--- src/source/core_consts.svh ---
// ================================================
// Core constants
// Register count, data width and trap cause codes
// ================================================

`ifndef CORE_CONSTS_SVH
`define CORE_CONSTS_SVH

// Integer register file size
`define CORE_NREGS 32

// Data path width
`define CORE_XLEN 32

// Synchronous exception codes
`define CORE_CAUSE_ILLEGAL 2
`define CORE_CAUSE_ECALL 11

// Machine external interrupt code
`define CORE_CAUSE_MEXT_IRQ 11

// Interrupt flag position in mcause
`define CORE_IRQ_BIT 31

`endif

--- src/source/core_pkg.sv ---
// ================================================
// Core package
// Instruction kinds, debug state and debug causes
// ================================================

package core_pkg;

  // Modeled instruction kinds
  typedef enum logic [2:0] {
    OP_ADD     = 3'd0,
    OP_ADDI    = 3'd1,
    OP_ECALL   = 3'd2,
    OP_ILLEGAL = 3'd3,
    OP_EBREAK  = 3'd4,
    OP_DRET    = 3'd5
  } opcode_e;

  // Controller state, running or halted in debug
  typedef enum logic [0:0] {
    ST_RUN   = 1'b0,
    ST_DEBUG = 1'b1
  } dbg_state_e;

  // Values of dcsr.cause
  // Codes follow the debug spec numbering
  typedef enum logic [2:0] {
    DBG_NONE    = 3'd0,
    DBG_EBREAK  = 3'd1,
    DBG_HALTREQ = 3'd3
  } dbg_cause_e;

endpackage

--- src/source/rvfi_pkg.sv ---
// ================================================
// RVFI package
// Trap and interrupt fields of a retirement record
// ================================================

package rvfi_pkg;

  // Trap information of one retired instruction
  typedef struct packed {
    // Synchronous exception taken
    logic       exception;
    // Exception code, zero when no exception
    logic [5:0] exception_cause;
    // Debug mode entered
    logic       debug;
    // Reason of the debug entry
    logic [2:0] debug_cause;
  } rvfi_trap_t;

  // Interrupt information of one retired instruction
  typedef struct packed {
    // First instruction of an interrupt handler
    logic        interrupt;
    // Interrupt code without the flag bit
    logic [10:0] cause;
  } rvfi_intr_t;

endpackage

--- src/source/rvfi_if.sv ---
// ================================================
// RVFI bus
// One retirement record, from retire stage to
// the checker and the trace output
// ================================================

`include "core_consts.svh"

interface rvfi_if;

  logic                  valid;
  logic [4:0]            rs1_addr;
  logic [4:0]            rs2_addr;
  logic [`CORE_XLEN-1:0] rs1_rdata;
  logic [`CORE_XLEN-1:0] rs2_rdata;
  // Debug entry cause, zero when no entry
  logic [2:0]            dbg;
  // Debug mode before the instruction
  logic                  dbg_mode;
  rvfi_pkg::rvfi_trap_t  trap;
  rvfi_pkg::rvfi_intr_t  intr;
  logic [`CORE_XLEN-1:0] csr_dcsr_rdata;
  logic [`CORE_XLEN-1:0] csr_mcause_wdata;
  logic [`CORE_XLEN-1:0] csr_mcause_wmask;

  // Retire stage side
  modport source (
    output valid, rs1_addr, rs2_addr, rs1_rdata, rs2_rdata, dbg, dbg_mode,
    output trap, intr, csr_dcsr_rdata, csr_mcause_wdata, csr_mcause_wmask
  );

  // Observers, passive
  modport monitor (
    input valid, rs1_addr, rs2_addr, rs1_rdata, rs2_rdata, dbg, dbg_mode,
    input trap, intr, csr_dcsr_rdata, csr_mcause_wdata, csr_mcause_wmask
  );

endinterface

--- src/source/reg_file.sv ---
// ================================================
// Integer register file
// Two combinational reads, one clocked write,
// all entries reset to zero
// ================================================

`include "core_consts.svh"

module reg_file (
  input  logic                  clk_i,
  input  logic                  rst_ni,
  input  logic [4:0]            rs1_addr,
  input  logic [4:0]            rs2_addr,
  output logic [`CORE_XLEN-1:0] rs1_rdata,
  output logic [`CORE_XLEN-1:0] rs2_rdata,
  input  logic                  we,
  input  logic [4:0]            waddr,
  input  logic [`CORE_XLEN-1:0] wdata
);

  logic [`CORE_XLEN-1:0] regs [`CORE_NREGS];

  // Architectural reset value is zero for every entry
  always_ff @(posedge clk_i or negedge rst_ni) begin
    if (!rst_ni) begin
      for (int i = 0; i < `CORE_NREGS; i++) begin
        regs[i] <= '0;
      end
    end else if (we && (waddr != 5'd0)) begin
      regs[waddr] <= wdata;
    end
  end

  // x0 is hardwired to zero
  assign rs1_rdata = (rs1_addr == 5'd0) ? '0 : regs[rs1_addr];
  assign rs2_rdata = (rs2_addr == 5'd0) ? '0 : regs[rs2_addr];
endmodule

--- src/source/trap_ctrl.sv ---
// ================================================
// Trap and debug controller
// Classifies each instruction, holds mcause, dcsr
// and the debug-mode state
// ================================================

`include "core_consts.svh"

module trap_ctrl (
  input  logic                  clk_i,
  input  logic                  rst_ni,
  input  logic                  accept,
  input  core_pkg::opcode_e     op,
  input  logic                  irq,
  input  logic                  dbg_req,
  output rvfi_pkg::rvfi_trap_t  trap,
  output rvfi_pkg::rvfi_intr_t  intr,
  output logic [2:0]            dbg,
  output logic                  dbg_mode,
  output logic                  suppress_wb,
  output logic [`CORE_XLEN-1:0] dcsr_rdata,
  output logic [`CORE_XLEN-1:0] mcause_wdata,
  output logic [`CORE_XLEN-1:0] mcause_wmask
);

  core_pkg::dbg_state_e  state_q;
  core_pkg::dbg_cause_e  dbg_cause;
  logic [`CORE_XLEN-1:0] dcsr_q;
  logic [`CORE_XLEN-1:0] dcsr_next;
  logic [`CORE_XLEN-1:0] mcause_q;
  logic [`CORE_XLEN-1:0] mcause_new;
  logic                  in_run;
  logic                  enter_dbg;
  logic                  exc;
  logic                  take_irq;
  logic [5:0]            exc_code;

  assign in_run = (state_q == core_pkg::ST_RUN);

  // Debug entry, halt request ahead of ebreak
  always_comb begin
    dbg_cause = core_pkg::DBG_NONE;
    if (in_run && dbg_req) begin
      dbg_cause = core_pkg::DBG_HALTREQ;
    end else if (in_run && (op == core_pkg::OP_EBREAK)) begin
      dbg_cause = core_pkg::DBG_EBREAK;
    end
  end

  assign enter_dbg = (dbg_cause != core_pkg::DBG_NONE);

  // Exceptions are also flagged inside debug mode
  assign exc = !enter_dbg &&
               ((op == core_pkg::OP_ECALL) || (op == core_pkg::OP_ILLEGAL));
  assign exc_code = (op == core_pkg::OP_ECALL) ? 6'(`CORE_CAUSE_ECALL)
                                                : 6'(`CORE_CAUSE_ILLEGAL);

  // Interrupt has the lowest priority and is dropped in debug
  assign take_irq = in_run && irq && !enter_dbg && !exc;

  // New mcause value and write mask
  always_comb begin
    mcause_new   = '0;
    mcause_wmask = '0;
    if (exc) begin
      mcause_new[5:0] = exc_code;
      // No mcause write from debug mode
      mcause_wmask    = in_run ? '1 : '0;
    end else if (take_irq) begin
      mcause_new[`CORE_IRQ_BIT] = 1'b1;
      mcause_new[10:0]          = 11'(`CORE_CAUSE_MEXT_IRQ);
      mcause_wmask              = '1;
    end
  end

  // Unmasked bits keep their old value
  assign mcause_wdata = (mcause_q & ~mcause_wmask) | (mcause_new & mcause_wmask);

  // dcsr as seen after this instruction
  always_comb begin
    dcsr_next = dcsr_q;
    if (enter_dbg) begin
      dcsr_next[8:6] = dbg_cause;
    end
  end

  assign dcsr_rdata = dcsr_next;

  assign trap = '{
    exception:       exc,
    exception_cause: exc ? exc_code : 6'd0,
    debug:           enter_dbg,
    debug_cause:     dbg_cause
  };

  // Interrupt marks the first handler instruction, which still executes
  assign intr = '{
    interrupt: take_irq,
    cause:     take_irq ? 11'(`CORE_CAUSE_MEXT_IRQ) : 11'd0
  };

  assign dbg         = dbg_cause;
  assign dbg_mode    = !in_run;
  assign suppress_wb = enter_dbg || exc;

  // CSR and state updates on the acceptance edge
  always_ff @(posedge clk_i or negedge rst_ni) begin
    if (!rst_ni) begin
      state_q  <= core_pkg::ST_RUN;
      dcsr_q   <= '0;
      mcause_q <= '0;
    end else if (accept) begin
      dcsr_q   <= dcsr_next;
      mcause_q <= mcause_wdata;
      if (enter_dbg) begin
        state_q <= core_pkg::ST_DEBUG;
      end else if (!in_run && (op == core_pkg::OP_DRET)) begin
        state_q <= core_pkg::ST_RUN;
      end
    end
  end
endmodule

--- src/source/retire_unit.sv ---
// ================================================
// Retirement stage
// Executes accepted instructions, writes back and
// registers one RVFI record per instruction
// ================================================

`include "core_consts.svh"

module retire_unit (
  input  logic                  clk_i,
  input  logic                  rst_ni,
  input  logic                  instr_valid,
  output logic                  instr_ready,
  input  core_pkg::opcode_e     instr_op,
  input  logic [4:0]            instr_rs1,
  input  logic [4:0]            instr_rs2,
  input  logic [4:0]            instr_rd,
  input  logic [`CORE_XLEN-1:0] instr_imm,
  input  logic                  trace_ready,
  rvfi_if.source                rvfi,
  output logic [4:0]            rs1_addr,
  output logic [4:0]            rs2_addr,
  input  logic [`CORE_XLEN-1:0] rs1_rdata,
  input  logic [`CORE_XLEN-1:0] rs2_rdata,
  output logic                  we,
  output logic [4:0]            waddr,
  output logic [`CORE_XLEN-1:0] wdata,
  output logic                  accept,
  input  rvfi_pkg::rvfi_trap_t  trap,
  input  rvfi_pkg::rvfi_intr_t  intr,
  input  logic [2:0]            dbg,
  input  logic                  dbg_mode,
  input  logic                  suppress_wb,
  input  logic [`CORE_XLEN-1:0] dcsr_rdata,
  input  logic [`CORE_XLEN-1:0] mcause_wdata,
  input  logic [`CORE_XLEN-1:0] mcause_wmask
);

  logic valid_q;
  logic writes_rd;

  // Stall only while a record waits on the consumer
  assign instr_ready = !(valid_q && !trace_ready);
  assign accept      = instr_valid && instr_ready;

  assign rs1_addr = instr_rs1;
  assign rs2_addr = instr_rs2;

  // ALU, ADD uses rs2, ADDI the immediate
  assign wdata = rs1_rdata + ((instr_op == core_pkg::OP_ADD) ? rs2_rdata : instr_imm);

  assign writes_rd = (instr_op == core_pkg::OP_ADD) || (instr_op == core_pkg::OP_ADDI);
  assign we        = accept && writes_rd && !suppress_wb && (instr_rd != 5'd0);
  assign waddr     = instr_rd;

  // Record valid, cleared once the consumer takes it
  always_ff @(posedge clk_i or negedge rst_ni) begin
    if (!rst_ni) begin
      valid_q <= 1'b0;
    end else if (accept) begin
      valid_q <= 1'b1;
    end else if (trace_ready) begin
      valid_q <= 1'b0;
    end
  end

  // Record payload, captured at acceptance
  always_ff @(posedge clk_i) begin
    if (accept) begin
      rvfi.rs1_addr         <= instr_rs1;
      rvfi.rs2_addr         <= instr_rs2;
      rvfi.rs1_rdata        <= rs1_rdata;
      rvfi.rs2_rdata        <= rs2_rdata;
      rvfi.dbg              <= dbg;
      rvfi.dbg_mode         <= dbg_mode;
      rvfi.trap             <= trap;
      rvfi.intr             <= intr;
      rvfi.csr_dcsr_rdata   <= dcsr_rdata;
      rvfi.csr_mcause_wdata <= mcause_wdata;
      rvfi.csr_mcause_wmask <= mcause_wmask;
    end
  end

  assign rvfi.valid = valid_q;
endmodule

--- src/source/rvfi_checker.sv ---
// ================================================
// RVFI checker
// Passive assertions on the retirement records
// ================================================

`include "core_consts.svh"

module rvfi_checker (
  input logic     clk_i,
  input logic     rst_ni,
  rvfi_if.monitor rvfi
);

  // Debug mode of the previous record
  logic                   was_dbg_mode;
  // One flag per register, set on its first read
  logic [`CORE_NREGS-1:0] reg_seen;

  always_ff @(posedge clk_i or negedge rst_ni) begin
    if (!rst_ni) begin
      was_dbg_mode <= 1'b0;
      reg_seen     <= '0;
    end else if (rvfi.valid) begin
      was_dbg_mode           <= rvfi.dbg_mode;
      reg_seen[rvfi.rs1_addr] <= 1'b1;
      reg_seen[rvfi.rs2_addr] <= 1'b1;
    end
  end
endmodule

--- src/source/trace_core_top.sv ---
// ================================================
// Retirement-trace core, top level
// Issue port in, RVFI records out on plain ports
// ================================================

`include "core_consts.svh"

module trace_core_top (
  input  logic                  clk_i,
  input  logic                  rst_ni,
  input  logic                  instr_valid,
  output logic                  instr_ready,
  input  core_pkg::opcode_e     instr_op,
  input  logic [4:0]            instr_rs1,
  input  logic [4:0]            instr_rs2,
  input  logic [4:0]            instr_rd,
  input  logic [`CORE_XLEN-1:0] instr_imm,
  input  logic                  irq,
  input  logic                  dbg_req,
  input  logic                  trace_ready,
  output logic                  rvfi_valid,
  output logic [4:0]            rvfi_rs1_addr,
  output logic [4:0]            rvfi_rs2_addr,
  output logic [`CORE_XLEN-1:0] rvfi_rs1_rdata,
  output logic [`CORE_XLEN-1:0] rvfi_rs2_rdata,
  output logic [2:0]            rvfi_dbg,
  output logic                  rvfi_dbg_mode,
  output rvfi_pkg::rvfi_trap_t  rvfi_trap,
  output rvfi_pkg::rvfi_intr_t  rvfi_intr,
  output logic [`CORE_XLEN-1:0] rvfi_csr_dcsr_rdata,
  output logic [`CORE_XLEN-1:0] rvfi_csr_mcause_wdata,
  output logic [`CORE_XLEN-1:0] rvfi_csr_mcause_wmask
);

  // Register file port
  logic [4:0]            rs1_addr;
  logic [4:0]            rs2_addr;
  logic [`CORE_XLEN-1:0] rs1_rdata;
  logic [`CORE_XLEN-1:0] rs2_rdata;
  logic                  we;
  logic [4:0]            waddr;
  logic [`CORE_XLEN-1:0] wdata;

  // Controller results
  logic                  accept;
  rvfi_pkg::rvfi_trap_t  trap;
  rvfi_pkg::rvfi_intr_t  intr;
  logic [2:0]            dbg;
  logic                  dbg_mode;
  logic                  suppress_wb;
  logic [`CORE_XLEN-1:0] dcsr_rdata;
  logic [`CORE_XLEN-1:0] mcause_wdata;
  logic [`CORE_XLEN-1:0] mcause_wmask;

  rvfi_if rvfi_bus ();

  reg_file i_reg_file (
    .clk_i, .rst_ni, .rs1_addr, .rs2_addr, .rs1_rdata, .rs2_rdata, .we, .waddr, .wdata
  );

  trap_ctrl i_trap_ctrl (
    .clk_i, .rst_ni, .accept, .op(instr_op), .irq, .dbg_req, .trap, .intr, .dbg,
    .dbg_mode, .suppress_wb, .dcsr_rdata, .mcause_wdata, .mcause_wmask
  );

  retire_unit i_retire_unit (
    .clk_i, .rst_ni, .instr_valid, .instr_ready, .instr_op, .instr_rs1, .instr_rs2,
    .instr_rd, .instr_imm, .trace_ready, .rvfi(rvfi_bus), .rs1_addr, .rs2_addr,
    .rs1_rdata, .rs2_rdata, .we, .waddr, .wdata, .accept, .trap, .intr, .dbg,
    .dbg_mode, .suppress_wb, .dcsr_rdata, .mcause_wdata, .mcause_wmask
  );

  rvfi_checker i_rvfi_checker (
    .clk_i, .rst_ni, .rvfi(rvfi_bus)
  );

  // Record flattened onto the trace port
  assign rvfi_valid            = rvfi_bus.valid;
  assign rvfi_rs1_addr         = rvfi_bus.rs1_addr;
  assign rvfi_rs2_addr         = rvfi_bus.rs2_addr;
  assign rvfi_rs1_rdata        = rvfi_bus.rs1_rdata;
  assign rvfi_rs2_rdata        = rvfi_bus.rs2_rdata;
  assign rvfi_dbg              = rvfi_bus.dbg;
  assign rvfi_dbg_mode         = rvfi_bus.dbg_mode;
  assign rvfi_trap             = rvfi_bus.trap;
  assign rvfi_intr             = rvfi_bus.intr;
  assign rvfi_csr_dcsr_rdata   = rvfi_bus.csr_dcsr_rdata;
  assign rvfi_csr_mcause_wdata = rvfi_bus.csr_mcause_wdata;
  assign rvfi_csr_mcause_wmask = rvfi_bus.csr_mcause_wmask;

endmodule

--- config.mk ---
export PLATFORM = sky130hd
export DESIGN_NAME = trace_core_top
export DESIGN_NICKNAME = d
export VERILOG_FILES = /design/src/source/core_pkg.sv /design/src/source/rvfi_pkg.sv /design/src/source/rvfi_if.sv /design/src/source/reg_file.sv /design/src/source/trap_ctrl.sv /design/src/source/retire_unit.sv /design/src/source/rvfi_checker.sv /design/src/source/trace_core_top.sv
export VERILOG_INCLUDE_DIRS = /design/src /design/src/source
export SDC_FILE = /design/constraint.sdc
export NUM_CORES = 2
export LEC_CHECK = 0
export BUFFER_PORTS_ARGS = -buffer_cell sky130_fd_sc_hd__buf_4
export CAP_MARGIN = 20
export CORE_MARGIN = 8
export CORE_UTILIZATION = 25
export CTS_BUF_LIST = sky130_fd_sc_hd__clkbuf_2 sky130_fd_sc_hd__clkbuf_4 sky130_fd_sc_hd__clkbuf_8
export CTS_CLUSTER_SIZE = 8
export DETAILED_ROUTE_END_ITERATION = 10
export PLACE_DENSITY_LB_ADDON = 0.12
export SYNTH_ARGS = -nofsm -noshare
export SYNTH_HDL_FRONTEND = slang
export SYNTH_SLANG_ARGS = --single-unit
--- constraint.sdc ---
create_clock -name clk_i -period 5.7 [get_ports clk_i]
set_clock_uncertainty 0.1 [all_clocks]
set_input_delay 0.57 -clock clk_i [delete_from_list [all_inputs] [get_ports clk_i]]
set_output_delay 0.57 -clock clk_i [all_outputs]
set_load 0.005 [all_outputs]
==> out/metrics.csv <==
stage,metric,value,unit
finish,layout-drive-gt1-share,27.8,%
clocking,h-tree-depth,4,
global_routing,grtUsageTotal,19.0,%
route,drt_pass1_iterations,5,
global_routing,grt_overflow_total,0,
finish,fillers,24400,
timing,finalMaxSlewViolations,0,
worst_setup_path,crit_arrival,6170,ps
route,viasPerCell,4.92,
placed_design,dpl.hpwl,151000,um
finish,area_growth,20.5,%
die,start_util,25.1,%
route,drtIter0Drc,2964,
global_routing,antenna_found_initial,17,
clocking,clkLatencyLatePin,980,ps
timing,hold_violations,0,
global_routing,grt_pass1_wl,356000,um
timing,setup_viol,0,
power_and_ir_drop,cellPowerDensity,303,mW/mm2
route,ant_nets,0,
global_routing,grt_start_max_net_pins,155,
hold_path,hold_path_class,input pin to flop,
die,core,0.238,mm2
yosys,synth-seq-cells,1179,
route,drcViolationCount,0,
worst_setup_path,critPathKind,input pin to flop,
clocking,cts_buffers,223,
route,finalWirelength,247000,um
timing,rsz0062_at_grt,false,
placed_design,gp_congestion,0.769,
die,die_w,505,um
power_and_ir_drop,ir_worst_vdd,0.230,mV
die,die_h,505,um
timing,period_needed,5480,ps
finish,final_common_cell,nand2_1,
clocking,root_buffer,clkbuf_8,
timing,max_clock_freq,182,MHz
finish,fin_nets,5676,
global_routing,grt_pass1_vias,46100,
die,dieArea,0.255,mm2
timing,max_slew_margin,23.5,%
yosys,synth_cell_types,60,
worst_setup_path,crit_chain,"dlygate4sd3_1, buf_8, buf_12, buf_4, mux4_2, mux2_2, a221oi_1, nor3_1, mux2_2, ha_1, a21oi_1, nor2_1, o41ai_4, a211oi_1, buf_4, o21a_1, a311o_1, a21oi_1, xor2_2, buf_12, o21ai_0",
clocking,clockBufferDepth,3,
yosys,yosys_warnings,0,
worst_setup_path,crit_slowest_cell,dlygate4sd3_1,
yosys,syn_area_per_cell,11.2,um2
power_and_ir_drop,cellLeakagePower,31.5,nW
yosys,synthArstFlopShare,90.0,%
status,status,"complete, no violations",
finish,seq_area,0.0301,mm2
route,vias,44000,
die,ios,255,
clocking,cts_tree,done,
timing,finalCritPeriodShare,96.2,%
route,wl_per_cell,27.7,um
finish,fin_cells,8938,
worst_setup_path,required,6390,ps
yosys,synth_edf_count,118,
worst_setup_path,crit_path_max_incr_delay,560,ps
placed_design,io_buffers,212,
clocking,numClockSinks,1179,
finish,multiInputGateArea,0.0274,mm2
finish,layout_common_cells,"nand2_1 (1,069), dfrtp_1 (1,061), o21ai_0 (945), buf_4 (495), mux4_2 (431)",
job,drv_cap,0,
clocking,clk_transition_reported_paths,60,ps
yosys,netlist_instances,5338,
timing,worst_pin_slew,1150,ps
worst_setup_path,critPathCaptureType,flop,
yosys,synth.yosys.seq_area_share,50.4,%
worst_setup_path,critPathLaunchType,input pin,
placed_design,dp_cells,8511,
worst_setup_path,cp_max_fo,31,
die,num_rows,179,
yosys,syn-cell-area,0.0597,mm2
finish,fin_util,30.3,%
yosys,synth_ff_type,dfrtp_1,
==> final timing paths <==
kind / cells after the start / slack, ps / to / from
worst min-delay path: 4 / 130 / i_retire_unit.rvfi.intr[1] / irq
worst min register to register: 0 / 300 / i_reg_file.regs[1014] / i_reg_file.regs[1014]
worst max-delay path: 21 / 220 / i_reg_file.regs[49] / instr_rs2[0]
max in group asynchronous: 3 / 3870 / i_reg_file.regs[964] / rst_ni
worst max register to register: 20 / 430 / i_reg_file.regs[318] / i_reg_file.regs[256]
min in group asynchronous: 2 / 150 / i_reg_file.regs[311] / rst_ni
==> timing repair <==
item,CTS,global route
hold buffers,18,0
setup endpoints to repair,0,27
setup buffers,0,0
endpoints found under the hold margin,69,0
resized for setup,0,1
==> cell usage after synthesis, types with 62 or more instances <==
master	instances	area share (%)
clkbuf_1	444	2.8
edfxtp_1	118	5.9
mux2_2	114	2.2
mux2i_1	211	3.5
buf_4	100	1.3
dfrtp_1	1061	44
nor2_1	115	0.72
o22ai_1	62	0.65
a21oi_1	75	0.63
nand2_1	1102	6.9
mux4_2	431	16
o21ai_0	945	7.9
==> logic make-up after synthesis <==
group	after synthesis	share of synthesized area [%]
AND/OR/NAND/NOR	1390	9.40
XOR/XNOR	30	0.453
multiplexers	756	21.9
buffers and inverters	631	4.72
AO/OA/AOI/OAI	1319	12.4
flip-flops	1179	50.4
adder cells (fa/ha/maj)	32	0.683
other	1	0.00628
==> stage by stage <==
step / hold slack (ps) / power (W) / setup TNS [ps] / setup slack (ps) / area, um2
floorplan: 174 / 0.0114 / 0 / 401 / 59800
global placement: 282 / 0.0129 / -26350 / -343 / 66900
detailed placement: 286 / 0.0129 / -16140 / -252 / 66900
CTS: 10.6 / 0.0222 / 0 / 211 / 71900
global route: 68.8 / 0.0229 / 0 / 32.2 / 71900
finish: 127 / 0.0218 / 0 / 215 / 71900
==> registers in the layout, indices dropped and copies added (netlist names), 5 cells and up <==
name,flops
i_retire_unit.rvfi.rs2_addr,5
i_reg_file.regs,1024
i_trap_ctrl.mcause_q,32
i_retire_unit.rvfi.csr_mcause_wdata,32
i_retire_unit.rvfi.trap,6
i_retire_unit.rvfi.rs1_addr,5
i_retire_unit.rvfi.rs2_rdata,32
i_retire_unit.rvfi.rs1_rdata,32
==> routing by layer <==
| layer | GRT usage, % | share of wire [%] | vias up |
|---|---|---|---|
| li1 | - | - | 19700 |
| met1 | 25.5 | 45 | 22700 |
| met2 | 31.9 | 48 | 1145 |
| met3 | 3.10 | 4.4 | 370 |
| met4 | 5.23 | 2.8 | 0 |
| met5 | 0 | 0 | - |
==> cell type report <==
| cell class | instances | area share (%) |
|---|---|---|
| diodes | 6 | 0.0209 |
| clock buffers | 367 | 6.20 |
| clock inverters | 35 | 0.504 |
| inverters | 18 | 0.104 |
| multi-input cells | 3569 | 38.1 |
| flip-flops and latches | 1179 | 41.8 |
| well taps | 3167 | 5.51 |
| repair buffers | 597 | 7.69 |
==> power breakdown <==
part / internal (W) / leakage, nW / switching (W) / total, W
clock network: 0.00510 / 2.58 / 0.00395 / 0.00905
registers: 0.00909 / 15.8 / 0.000417 / 0.00950
logic: 0.00138 / 13.1 / 0.00188 / 0.00327
==> worst max-delay path: cells and delay by family <==
family / cells / cell delay [ps]
adders and majority gates: 1 / 270
xor gates and xnor gates: 1 / 260
and+or+nand+nor: 2 / 250
muxes: 3 / 1050
AOI/OAI and AO/OA: 8 / 2100
buffers and inverters: 6 / 1560
No activity file was read; power rests on OpenSTA's default activity.
